`src/verilog/steer_pkg.sv`:
```
package steer_pkg;

   // datapath widths
   localparam int SAMPLE_W  = 16;
   localparam int NUM_TAPS  = 7;
   localparam int COEF_W    = 8;
   localparam int BASIS_W   = 28;
   localparam int TERM_W    = 29;
   localparam int ACC_W     = 31;
   localparam int OUT_W     = 16;
   localparam int OUT_SHIFT = 15;

   // even basis first, then odd basis
   typedef enum logic [2:0]
   {
      F1,
      F2,
      F3,
      H1,
      H2,
      H3,
      H4
   } filter_id_e;

   // tap 0 multiplies the newest sample
   localparam logic [COEF_W-1:0] COEF_TABLE [F1:H4][NUM_TAPS] = '{
      '{8'd29, 8'd101, 8'd15,  8'd235, 8'd15,  8'd101, 8'd29},
      '{8'd4,  8'd42,  8'd163, 8'd255, 8'd163, 8'd42,  8'd4},
      '{8'd12, 8'd77,  8'd148, 8'd0,   8'd148, 8'd77,  8'd12},
      '{8'd15, 8'd25,  8'd193, 8'd0,   8'd193, 8'd25,  8'd15},
      '{8'd4,  8'd42,  8'd163, 8'd255, 8'd163, 8'd42,  8'd4},
      '{8'd9,  8'd56,  8'd109, 8'd0,   8'd109, 8'd56,  8'd9},
      '{8'd9,  8'd56,  8'd109, 8'd0,   8'd109, 8'd56,  8'd9}
   };

   typedef logic [SAMPLE_W-1:0] sample_t;
   typedef logic [BASIS_W-1:0]  basis_t;
   typedef logic [OUT_W-1:0]    out_t;

   // one pixel per channel, all channels share the sample strobe
   typedef struct packed
   {
      sample_t f1;
      sample_t f2;
      sample_t f3;
      sample_t h1;
      sample_t h2;
      sample_t h3;
      sample_t h4;
   } sample_bundle_t;

   // filter results, read as signed by the steering stage
   typedef struct packed
   {
      basis_t f1;
      basis_t f2;
      basis_t f3;
      basis_t h1;
      basis_t h2;
      basis_t h3;
      basis_t h4;
   } basis_bundle_t;

   // zero, positive and negative orientation
   typedef struct packed
   {
      out_t re_z;
      out_t im_z;
      out_t re_p;
      out_t im_p;
      out_t re_n;
      out_t im_n;
   } steer_out_t;

endpackage
```
`src/verilog/steer_combine.sv`:
```
`timescale 1ns/1ps

module steer_combine
   import steer_pkg::*;
(
   input  logic          clk,
   input  logic          rst_n,
   input  basis_bundle_t basis,
   input  logic          basis_valid,
   output steer_out_t    result,
   output logic          result_valid
);

   // basis values read as signed
   logic signed [BASIS_W-1:0] f1_s;
   logic signed [BASIS_W-1:0] f2_s;
   logic signed [BASIS_W-1:0] f3_s;
   logic signed [BASIS_W-1:0] h1_s;
   logic signed [BASIS_W-1:0] h2_s;
   logic signed [BASIS_W-1:0] h3_s;
   logic signed [BASIS_W-1:0] h4_s;

   // stage one, scaled terms
   logic signed [TERM_W-1:0] t_re_z;
   logic signed [TERM_W-1:0] t_im_z;
   logic signed [TERM_W-1:0] t_f1;
   logic signed [TERM_W-1:0] t_f2;
   logic signed [TERM_W-1:0] t_f3;
   logic signed [TERM_W-1:0] t_h1;
   logic signed [TERM_W-1:0] t_h2;
   logic signed [TERM_W-1:0] t_h3;
   logic signed [TERM_W-1:0] t_h4;
   logic                     term_valid;

   // stage two, full width sums
   logic signed [ACC_W-1:0] acc_re_z;
   logic signed [ACC_W-1:0] acc_im_z;
   logic signed [ACC_W-1:0] acc_re_p;
   logic signed [ACC_W-1:0] acc_im_p;
   logic signed [ACC_W-1:0] acc_re_n;
   logic signed [ACC_W-1:0] acc_im_n;
   logic                    acc_valid;

   assign f1_s = signed'(basis.f1);
   assign f2_s = signed'(basis.f2);
   assign f3_s = signed'(basis.f3);
   assign h1_s = signed'(basis.h1);
   assign h2_s = signed'(basis.h2);
   assign h3_s = signed'(basis.h3);
   assign h4_s = signed'(basis.h4);

   // each shift is applied per term before adding
   always_ff @(posedge clk or negedge rst_n)
   begin
      if (!rst_n)
      begin
         t_re_z     <= '0;
         t_im_z     <= '0;
         t_f1       <= '0;
         t_f2       <= '0;
         t_f3       <= '0;
         t_h1       <= '0;
         t_h2       <= '0;
         t_h3       <= '0;
         t_h4       <= '0;
         term_valid <= 1'b0;
      end
      else
      begin
         term_valid <= basis_valid;
         if (basis_valid)
         begin
            t_re_z <= TERM_W'(f1_s);
            t_im_z <= TERM_W'(h1_s);
            t_f1   <= TERM_W'(f1_s >>> 1);
            t_f2   <= TERM_W'(f2_s >>> 1);
            t_f3   <= TERM_W'(f3_s);
            t_h1   <= TERM_W'(h1_s >>> 2) + TERM_W'(h1_s >>> 3);
            t_h2   <= TERM_W'(h2_s >>> 2) + TERM_W'(h2_s >>> 3);
            t_h3   <= TERM_W'(h3_s) + TERM_W'(h3_s >>> 4);
            t_h4   <= TERM_W'(h4_s) + TERM_W'(h4_s >>> 4);
         end
      end
   end

   // positive and negative differ only in the sign of f3, h4 and h2
   always_ff @(posedge clk or negedge rst_n)
   begin
      if (!rst_n)
      begin
         acc_re_z  <= '0;
         acc_im_z  <= '0;
         acc_re_p  <= '0;
         acc_im_p  <= '0;
         acc_re_n  <= '0;
         acc_im_n  <= '0;
         acc_valid <= 1'b0;
      end
      else
      begin
         acc_valid <= term_valid;
         if (term_valid)
         begin
            acc_re_z <= ACC_W'(t_re_z);
            acc_im_z <= ACC_W'(t_im_z);
            acc_re_p <= ACC_W'(t_f1) - ACC_W'(t_f3) + ACC_W'(t_f2);
            acc_im_p <= ACC_W'(t_h1) - ACC_W'(t_h4) + ACC_W'(t_h3) - ACC_W'(t_h2);
            acc_re_n <= ACC_W'(t_f1) + ACC_W'(t_f3) + ACC_W'(t_f2);
            acc_im_n <= ACC_W'(t_h1) + ACC_W'(t_h4) + ACC_W'(t_h3) + ACC_W'(t_h2);
         end
      end
   end

   // keep the top OUT_W bits, held until the next valid sum
   always_ff @(posedge clk or negedge rst_n)
   begin
      if (!rst_n)
      begin
         result       <= '0;
         result_valid <= 1'b0;
      end
      else
      begin
         result_valid <= acc_valid;
         if (acc_valid)
         begin
            result.re_z <= acc_re_z[OUT_SHIFT +: OUT_W];
            result.im_z <= acc_im_z[OUT_SHIFT +: OUT_W];
            result.re_p <= acc_re_p[OUT_SHIFT +: OUT_W];
            result.im_p <= acc_im_p[OUT_SHIFT +: OUT_W];
            result.re_n <= acc_re_n[OUT_SHIFT +: OUT_W];
            result.im_n <= acc_im_n[OUT_SHIFT +: OUT_W];
         end
      end
   end

endmodule

```
`config.mk`:
```
export PLATFORM = sky130hd
export DESIGN_NAME = steer_combine
export DESIGN_NICKNAME = d
export VERILOG_FILES = /design/src/verilog/steer_pkg.sv /design/src/verilog/steer_combine.sv
export SDC_FILE = /design/constraint.sdc
export NUM_CORES = 1
export LEC_CHECK = 0
export BUFFER_PORTS_ARGS = -buffer_cell sky130_fd_sc_hd__buf_4
export CAP_MARGIN = 10
export CORE_ASPECT_RATIO = 1.2
export CORE_MARGIN = 5
export CORE_UTILIZATION = 50
export CTS_CLUSTER_SIZE = 8
export DETAILED_ROUTE_END_ITERATION = 8
export PLACE_DENSITY_LB_ADDON = 0.1
export SYNTH_ARGS = -nofsm -noshare
export SYNTH_HDL_FRONTEND = slang
export SYNTH_SLANG_ARGS = --single-unit
```
`constraint.sdc`:
```
create_clock -name clk -period 8.2 [get_ports clk]
set_clock_uncertainty 0.1 [all_clocks]
set_input_delay 1.64 -clock clk [delete_from_list [all_inputs] [get_ports clk]]
set_output_delay 1.64 -clock clk [all_outputs]
set_load 0.05 [all_outputs]
```
== Word-level counts from Yosys, hierarchy flattened ==
Cells that the tools add are included.
Storage, ports and cells
  bits in writable memories: 0
  ROM bits: 0
  register bits: 523
  memories: 0
  bits of input ports: 199
  word-level logic and storage cells: 38
  output and inout bits: 97
  bits in latches: 0
Operators by class
  add/sub/neg operators: 14
  multiplexer cells: 0
  magnitude comparators: 0
  bitwise gates (word level): 0
  shift-type cells: 0
  reduce and logical (&&, ||, !) cells: 0
  equality and inequality tests: 0
  multipliers: 0
  div/mod/pow operators: 0
Operators with widths (number)
  adder 30 x 29 -> 31 bit: 2
  adder 29 x 27 -> 30 bit: 2
  adder 28 x 24 -> 29 bit: 2
  adder 26 x 25 -> 27 bit: 2
  adder 31 x 27 -> 31 bit: 1
  subtractor 31 x 27 -> 31 bit: 1
  adder 27 x 29 -> 30 bit: 1
  subtractor 27 x 29 -> 30 bit: 1
  adder 27 x 28 -> 29 bit: 1
  subtractor 27 x 28 -> 29 bit: 1

== Longest topological paths before layout ==
Gate-level depths: netlist (run 1).
  depth after elaboration: 3
  gate-level depth with buffers: 15
  gate-level depth less buffers: 15

== Worst setup path after synthesis (run 1) ==
No wires, ideal clock.
  path type: input to register
  start point: input basis[58] in the netlist's numbering
  end point: register t_h2[24]
  path buffers: 0
  arrival time: 3.822 ns
  data required time: 7.957 ns
  setup slack: 4.134 ns
  library setup time: 0.143 ns
  stages on the path: 12
  cell sequence: ha_1 > inv_1 > fa_1 > nand2b_1 > a21oi_1 > o2111ai_1 > a21oi_1 > nor2_1 > o311ai_1 > a41oi_1 > xor2_1 > mux2i_1
On the way
  word-level cells in the longest chain between the ends: 1
RTL lines
  start: declaration: line steer_combine.sv:8  | input basis_bundle_t basis,
  adder 26 x 25 -> 27 bit: line steer_combine.sv:79  | t_h2 <= TERM_W'(h2_s >>> 2) + TERM_W'(h2_s >>> 3);
  end signal: assignment: line steer_combine.sv:79
  end: declaration: line steer_combine.sv:30  | logic signed [TERM_W-1:0] t_h2;
Every way passes these cells.
A chain may end at the register's enable or synchronous reset.

== Worst setup path after layout (run 1) ==
  start point: register t_h1[18]
  end point: register acc_im_p[29]
On the way
  word-level cells in the longest chain between the ends: 3
RTL lines
  start: declaration: line steer_combine.sv:29  | logic signed [TERM_W-1:0] t_h1;
  start signal: assignment: line steer_combine.sv:78  | t_h1 <= TERM_W'(h1_s >>> 2) + TERM_W'(h1_s >>> 3);
  subtractor 27 x 29 -> 30 bit: line steer_combine.sv:107  | acc_im_p <= ACC_W'(t_h1) - ACC_W'(t_h4) + ACC_W'(t_h3) - ACC_W'(t_h2);
  adder 30 x 29 -> 31 bit: line steer_combine.sv:107
  subtractor 31 x 27 -> 31 bit: line steer_combine.sv:107
  end signal: assignment: line steer_combine.sv:107
  end: declaration: line steer_combine.sv:39  | logic signed [ACC_W-1:0] acc_im_p;
Every way passes these cells.

==> results of run 1 <==
## stage by stage
stage	instance area, um2	power, mW	utilization, %	hold WS [ns]	setup slack [ns]
2_1_floorplan	27400	7.16	-	0.252	4.13
3_3_place_gp	30200	8.68	55.4	0.366	3.29
3_5_place_dp	30200	8.81	55.4	0.370	3.13
4_1_cts	31700	10.9	58.1	0.384	3.11
5_1_grt	31700	11.7	58.1	0.400	3.02
6_report	31700	10.8	58.1	0.381	3.31
## power groups by stage
stage / combinational, mW / sequential [mW] / clock (mW)
6_report: 6.03 / 2.74 / 2.00
4_1_cts: 6.08 / 2.75 / 2.06
2_1_floorplan: 3.85 / 3.31 / 0
5_1_grt: 6.77 / 2.81 / 2.13
3_3_place_gp: 5.93 / 2.75 / 0
3_5_place_dp: 6.04 / 2.78 / 0
## cells in the final DEF, fill, tap and decap left out, drive strengths merged, types with 17 or more instances in the layout
cell type  count
inv          442
dfrtp        385
buf          301
ha           219
o21ai        219
nand2        218
mux2         177
fa           174
a21oi        140
nor2          88
xnor2         80
a21o          63
clkbuf        59
xor2          37
nand3         36
or3           30
o21a          30
nor3          26
a211oi        24
mux2i         24
a31oi         21
nand2b        18
nand4         17
## cell families (layout without fill, tap and decap cells)
logic type,count (synthesis),count (layout)
XOR/XNOR,117,117
AO/OA/AOI/OAI,612,612
AND/OR/NAND/NOR,512,512
multiplexers,201,201
flip-flops,385,385
other,0,1
buffers and inverters,522,805
adder cells (fa/ha/maj),393,393
## critical path, stage by stage, from the launching register on
cell and delay, ns:
dfrtp_1 0.35, inv_1 0.19, fa_1 0.46, fa_1 0.50, inv_1 0.05, ha_1 0.32
nand2_1 0.11, nor4_1 0.77, nand4_1 0.18, o221ai_1 0.51, o221ai_1 0.33, a21oi_1 0.34
a21oi_1 0.13, xnor2_1 0.16, mux2_2 0.27
## worst paths after layout
path | to | slack (ns) | cells after the start
max | acc_im_p[29]$_DFFE_PN0P_ | 3.31 | 14
min | acc_im_p[26]$_DFFE_PN0P_ | 0.38 | 2
max reg2reg | acc_im_p[29]$_DFFE_PN0P_ | 3.31 | 14
min reg2reg | acc_im_p[26]$_DFFE_PN0P_ | 0.38 | 2
max in group asynchronous | t_h4[2]$_DFFE_PN0P_ | 5.52 | 2
min in group asynchronous | t_re_z[8]$_DFFE_PN0P_ | 0.95 | 1
## per-layer routing
layer | wire (um) | share of wire (%)
met1 | 30100 | 44
met2 | 33200 | 49
met3 | 3040 | 4.5
met4 | 1840 | 2.7
met5 | 0 | 0
## sequential cells by signal, indices dropped and copies added (netlist names)
register and cells:
result 88, t_h3 29, t_h4 29, t_f3 28, t_f2 27, t_h2 27, t_re_z 27, t_h1 26
acc_im_n 16, acc_im_p 16, acc_re_n 15, acc_re_p 15, acc_im_z 13, acc_re_z 13, t_im_z 13, acc_valid 1
result_valid 1, term_valid 1
## final cells by class
cell class / count / share of cell area (%)
clock inverters: 4 / 0.225
multi-input cells: 1835 / 49.7
clock buffers: 59 / 4.35
flip-flops and latches: 385 / 30.4
inverters: 441 / 5.22
repair buffers: 301 / 7.21
well taps: 720 / 2.84
diodes: 1 / 0.00789
==> flow_summary.toml, run 1 <==
[run_status]
status = "complete, no violations"

[grt]
track_usage_pct = 22.8
grt-ovfl-total = 0
antenna_found_initial = 1
use_met2_pct = 39.1
grt_pass1_wl_um = 111000
grt_pass1_vias = 21200
grt_busiest_layer = "met2"
use_met1_pct = 30.8
grt_start_max_net_pins = 149
grt_use_met3_pct = 2.96

[synthesis]
synth_area_um2 = 27400
post-synth-top-count-cell = "inv_1"
synth_edf_count = 0
yosys-top-cells-count = "441 x inv_1, 385 x dfrtp_1, 219 x ha_1, 218 x nand2_1, 197 x o21ai_0"
synthFlopType = "dfrtp_1"
synth_xor_area_share_pct = 3.74
synthCells = 2742
synth_nets = 3334
synth_top_area_share_pct = 35.2
synthTopCellsByArea = "dfrtp_1 35%, fa_1 13%, ha_1 10%, mux2_2 7.3%, inv_1 6.0%"
synth_cell_types = 80
syn_area_per_cell_um2 = 9.99
synthArstFlopShare_pct = 100
synth.yosys.seq_area_share_pct = 35.2
synth_compound_area_share_pct = 14.0
ys_seq_elements = 385
synth_top_family_by_area = "adder cells"
synth_top_area_cell = "dfrtp_1"
ys_warn_count = 0
synth_fa_ha_area_share_pct = 22.7
yosys.area_share.simple_pct = 8.90
muxShareOfSynthArea_pct = 8.15

[run]
maxCapViolCount = 0

[power]
intPower_mw = 6.12
clkPwrFrac_pct = 18.5
swShare_pct = 43.1
combPwrFrac_pct = 56.0
seqPwrFrac_pct = 25.5
p_per_area_nw_per_um2 = 340
ir_drop_mv = 0.218
p_sw_mw = 4.64
p_leak_nw = 15.6

[layout]
drive_above_1_share_pct = 18.4
fin_nets = 3610
syn2layout_area_growth_pct = 15.8
n_fill_cell = 4772
multi_input_comb_area_um2 = 15800
regArea_um2 = 9640
final_cells = 3746

[place]
placedCellCount = 3682
routabilityCongestion = 0.884
dp_hpwl_um = 53500
io_buffers = 289

[detailed_routing]
routedWlPerCell_um = 18.2
drt_iter0_markers = 958
drc = 0
vias = 20300
dr.pass1.iters = 5
ant_nets = 0
routed_wl_um = 68200
vias_per_cell = 5.42

[cts]
holdBufCountCts = 0
htreeDepth = 2
cts.clk_slew.worst_paths_ns = 0.05
clkLatencyLatePin_ns = 0.61
cts_tree = "built"
postCtsSetupRepairBufs = 0
cts_buffers = 54
cts_resized = 0
clock_sinks = 385
cts_root_buffer = "clkbuf_16"
cts.path.max_buffers = 3

[sta]
hold_viol_final = 0
max-slew-margin-rel_pct = 23.6
rsz0062_at_grt = "no"
period_share_pct = 59.6
finalSetupViolCount = 0
max_freq_mhz = 205
fin_crit_ns = 4.89
slew_violations = 0
tightestPinTransition_ns = 1.12
setup_tns_ns = 0

[setup_path]
r2r_start = "t_h1[18]$_DFFE_PN0P_"
worstPathArrival_ns = 5.27
critPathLaunch = "t_h1[18]$_DFFE_PN0P_"
crit_type = "register to register"
cp-end-kind = "register"
cp-start-kind = "register"
path_max_fanout = 3
crit_required_ns = 8.59

[floorplan]
start_util_pct = 50.2
core_um2 = 54600
fp.dieW_um = 224
die_area_um2 = 59600
rows = 94
dieHeight_um = 266
io_pins = 296

[worst_hold_path]
hold_path.startpoint = "acc_im_p[26]$_DFFE_PN0P_"
hold_class = "register to register"
(Power assumes the default switching activity.)
==> inputs of run 2 (changes only) <==
- clock period: 8.2 -> 5 ns (I/O delays scaled with it)
==> flow_summary.toml, run 2 (synthesis gave the netlist of run 1 again) <==
[run_status]
status = "complete, no violations"

[layout]
final_area_um2 = 31800
mostFrequentLayoutCells = "441 x inv_1, 383 x dfrtp_1, 299 x buf_4"
syn2layout_area_growth_pct = 16.2
layout.cells.most_common = "inv_1"
top_regs = "result: 88 flops, t_h3: 29 flops, t_h4: 29 flops"
n_fill_cell = 4765
drive_above_1_share_pct = 18.6
largest_register_ffs = 88
final_core_util_pct = 58.3
fin_nets = 3615
antennaDiodeCount = 0
final_cells = 3752
regMostFlops = "result"

[cts]
cts_tree = "built"
clock_sinks = 385
postCtsSetupRepairBufs = 0
cts_buffers = 55
htreeDepth = 2
cts.path.max_buffers = 3
clkLatencyLatePin_ns = 0.60
cts_resized = 0
holdBufCountCts = 0
cts_root_buffer = "clkbuf_16"
cts.clk_slew.worst_paths_ns = 0.05

[worst_hold_path]
hold_class = "input pin to asynchronous set/reset pin"

[sta]
finalSetupViolCount = 0
slew_violations = 0
hold_viol_final = 0
max_freq_mhz = 228
max-slew-margin-rel_pct = 32.2
setup_tns_ns = 0
rsz0062_at_grt = "no"
period_share_pct = 87.6
fin_crit_ns = 4.38
tightestPinTransition_ns = 1.02

[place]
dp_hpwl_um = 54000
dpl_cell_area_um2 = 30300
placedCellCount = 3686
routabilityCongestion = 0.899
io_buffers = 289

[run]
maxCapViolCount = 0

[setup_path]
crit_chain = "inv_1 -> fa_1 -> fa_1 -> inv_1 -> ha_1 -> a21oi_1 -> a21oi_1 -> a2111oi_0 -> a21oi_1 -> a41oi_1 -> nand2_1 -> a21o_1 -> a2111oi_0 -> a211oi_1"
path_max_fanout = 4
crit_required_ns = 5.33
crit_type = "register to register"
cp_top_family = "compound AO/OA/AOI/OAI gates"
worstPathArrival_ns = 4.71
cp_num_buf_inv = 2
cp-end-kind = "register"
cp-start-kind = "register"
critPathMaxStageDelay_ns = 0.52
slowest_stage = "fa_1"
cpMostUsedCell = "a21oi_1"

[grt]
track_usage_pct = 23.1
grt_pass1_wl_um = 112000
grt_start_max_net_pins = 152
antenna_found_initial = 0
grt_pass1_vias = 21500
grt-ovfl-total = 0

[floorplan]
io_pins = 296
core_um2 = 54600
die_area_um2 = 59600
rows = 94
start_util_pct = 50.2
fp.dieW_um = 224
dieHeight_um = 266

[power]
p_per_area_nw_per_um2 = 557
total_power_mw = 17.7
p_leak_nw = 15.6
ir_drop_mv = 0.436

[detailed_routing]
drc = 0
drt_iter0_markers = 1240
dr.pass1.iters = 5
routedWlPerCell_um = 18.3
vias_per_cell = 5.39
ant_nets = 0
vias = 20200
routed_wl_um = 68700
==> run 2: changes by cell type in the layout (fill, tap and decap cells not counted), sizes merged <==
cell,change
clkbuf,+3
clkinv,+1
inv,-1
diode,-1
buf,+4
==> run 2: cell type report <==
cell class	instances	area, um2	area share [%]
Timing Repair Buffer	305	2350	7.40
Sequential cell	385	9640	30.3
Inverter	441	1660	5.20
Multi-Input combinational cell	1835	15800	49.5
Tap cell	720	901	2.83
Clock buffer	62	1440	4.54
Clock inverter	4	60.1	0.189
==> run 2: report_power, final <==
group | switching, mW | internal [mW] | leakage [nW]
combinational | 5.76 | 4.13 | 10.3
clock | 1.33 | 2.00 | 0.736
sequential | 0.498 | 4.00 | 4.58
total | 7.59 | 10.1 | 15.6
==> run 2: worst paths after layout <==
check / from / slack [ns] / endpoint / cells after the start
min in group clk: acc_im_n[15]$_DFFE_PN0P_ / 0.38 / acc_im_n[15]$_DFFE_PN0P_ / 2
max in group asynchronous: rst_n / 3.33 / acc_im_z[24]$_DFFE_PN0P_ / 2
worst max-delay path: t_h3[7]$_DFFE_PN0P_ / 0.62 / acc_im_n[29]$_DFFE_PN0P_ / 14
worst min register to register: acc_im_n[15]$_DFFE_PN0P_ / 0.38 / acc_im_n[15]$_DFFE_PN0P_ / 2
worst max register to register: t_h3[7]$_DFFE_PN0P_ / 0.62 / acc_im_n[29]$_DFFE_PN0P_ / 14
worst min-delay path: rst_n / 0.36 / acc_re_n[15]$_DFFE_PN0P_ / 1
==> run 2: stage by stage <==
step / worst slack [ns] / hold WS (ns)
global placement: 0.557 / 0.366
global route: 0.161 / 0.398
detailed placement: 0.513 / 0.372
finish: 0.621 / 0.362
floorplan: 1.24 / 0.252
CTS: 0.540 / 0.370
==> run 2: per-layer routing <==
| metal | vias to the layer above | GRT usage [%] | wire (um) |
|---|---|---|---|
| li1 | 9782 | - | - |
| met1 | 9878 | 30.7 | 30100 |
| met2 | 457 | 39.9 | 33700 |
| met3 | 103 | 3.13 | 2910 |
| met4 | 0 | 6.59 | 1940 |
| met5 | - | 0 | 0 |
==> run 2: worst reg2reg max path, cell delays in order, from the launching register on <==
cell,delay [ns]
dfrtp_1,0.36
inv_1,0.13
fa_1,0.46
fa_1,0.52
inv_1,0.04
ha_1,0.31
a21oi_1,0.14
a21oi_1,0.09
a2111oi_0,0.39
a21oi_1,0.27
a41oi_1,0.49
nand2_1,0.20
a21o_1,0.24
a2111oi_0,0.41
a211oi_1,0.09
==> inputs of run 3 (changes only) <==
- CORE_MARGIN: 5 -> 3
- CORE_UTILIZATION: 50 -> 45
==> flow_summary.toml, run 3 (synthesis gave the netlist of run 1 again) <==
[floorplan]
rows = 98
start_util_pct = 45.7
die_area_um2 = 63900
dieHeight_um = 276
core_um2 = 60000
fp.dieW_um = 231
io_pins = 296

[cts]
holdBufCountCts = 0
cts_resized = 0
cts_tree = "built"
htreeDepth = 2
clock_sinks = 385
cts_root_buffer = "clkbuf_16"
clkLatencyLatePin_ns = 0.62
postCtsSetupRepairBufs = 0
cts.clk_slew.worst_paths_ns = 0.05
cts_buffers = 55
cts.path.max_buffers = 3

[grt]
antenna_found_initial = 1
track_usage_pct = 21.8
grt_start_max_net_pins = 180
grt_pass1_wl_um = 112000
grt_pass1_vias = 21200
grt-ovfl-total = 0

[sta]
period_share_pct = 88.8
max_freq_mhz = 225
setup_tns_ns = 0
holdWs_ns = 0.330
finalSetupViolCount = 0
slew_violations = 0
max-slew-margin-rel_pct = 42.5
setup_ws_ns = 0.559
rsz0062_at_grt = "no"
tightestPinTransition_ns = 0.863
hold_viol_final = 0
fin_crit_ns = 4.44

[setup_path]
cp-start-kind = "register"
cp-end-kind = "register"
worstPathArrival_ns = 4.80
critPathLaunch = "t_h2[7]$_DFFE_PN0P_"
critPathMaxStageDelay_ns = 0.51
cpMostUsedCell = "a21oi_1"
crit_type = "register to register"
crit_required_ns = 5.35
slowest_stage = "fa_1"
path_max_fanout = 4
r2r_start = "t_h2[7]$_DFFE_PN0P_"
r2r_cells = 14
crit_chain = "inv_1 -> fa_1 -> fa_1 -> inv_1 -> ha_1 -> a21oi_1 -> a21oi_1 -> a2111oi_0 -> a21oi_1 -> a41oi_1 -> nand2_1 -> a21o_1 -> a2111oi_0 -> a211oi_1"

[detailed_routing]
dr.pass1.iters = 4
vias_per_cell = 5.28
drc = 0
drt_iter0_markers = 804
routedWlPerCell_um = 18.1
vias = 20300
ant_nets = 0
routed_wl_um = 69500

[layout]
fin_nets = 3619
n_fill_cell = 5436
mostFrequentLayoutCells = "441 x inv_1, 383 x dfrtp_1, 302 x buf_4"
syn2layout_area_growth_pct = 16.8
regArea_um2 = 9640
regMostFlops = "result"
layout.cells.most_common = "inv_1"
top_regs = "result: 88 flops, t_h3: 29 flops, t_h4: 29 flops"
multi_input_comb_area_um2 = 15800
drive_above_1_share_pct = 18.7
largest_register_ffs = 88

[place]
place_ws_ns = 0.509
routabilityCongestion = 0.912
dp_hpwl_um = 54700
io_buffers = 289

[run]
maxCapViolCount = 0

[power]
p_leak_nw = 15.7
p_per_area_nw_per_um2 = 557
ir_drop_mv = 0.347

[worst_hold_path]
hold_class = "input pin to asynchronous set/reset pin"

[run_status]
status = "complete, no violations"
-- run 3: changes by cell type in the layout (fill, tap and decap cells not counted) --
cell / previous run / this run
clkbuf_1: 4 / 6
clkbuf_16: 56 / 55
buf_12: 4 / 5
clkinv_8: 1 / 0
clkinv_16: 1 / 3
buf_4: 299 / 302
clkbuf_8: 2 / 1
diode_2: 0 / 1
-- run 3: path summary, 6_finish.rpt --
| kind | endpoint | slack (ns) |
|---|---|---|
| max in group asynchronous | t_h2[3]$_DFFE_PN0P_ | 3.44 |
| min reg2reg | acc_re_p[24]$_DFFE_PN0P_ | 0.38 |
| max reg2reg | acc_im_n[29]$_DFFE_PN0P_ | 0.56 |
| min | t_re_z[11]$_DFFE_PN0P_ | 0.33 |
| min in group clk | acc_re_p[24]$_DFFE_PN0P_ | 0.38 |
| max | acc_im_n[29]$_DFFE_PN0P_ | 0.56 |
-- run 3: critical path, delay by kind of cell, from the launching register on --
family          cells  cell delay, ns
buf+inv             2            0.11
simple gates        1            0.21
compound gates      8            2.20
flops               1            0.38
fa+ha+maj           3            1.30
-- run 3: power breakdown --
group          total, mW  switching, mW  internal (mW)  leakage (nW)
Sequential          4.49          0.498           4.00          4.58
Clock               3.36           1.39           1.97         0.734
Combinational       9.95           5.81           4.14          10.4
-- run 3: through the flow --
stage | cell area, um2 | util [%] | instances | power (mW)
final | 32000 | 53.3 | 3838 | 17.8
after CTS | 32000 | 53.3 | 3837 | 18.0
after detailed placement | 30500 | 50.8 | 3770 | 14.5
after floorplan | 27400 | - | 2742 | 11.7
after global routing | 32000 | 53.3 | 3838 | 19.4
after global placement | 30500 | 50.8 | 3770 | 14.3
-- run 3: cell type report --
type | instances | share of cell area (%)
multi-input combinational | 1835 | 49.3
sequential | 385 | 30.2
timing repair buffer | 309 | 7.50
inverter | 441 | 5.18
clock buffer | 62 | 4.42
tap | 800 | 3.13
clock inverter | 5 | 0.325
antenna | 1 | 0.00783
-- run 3: layer usage --
layer | routed length [um] | up-vias | track usage (%)
li1 | - | 9786 | -
met1 | 30600 | 9957 | 28.5
met2 | 34200 | 398 | 37.9
met3 | 2550 | 110 | 2.66
met4 | 2210 | 0 | 7.00
met5 | 0 | - | 0
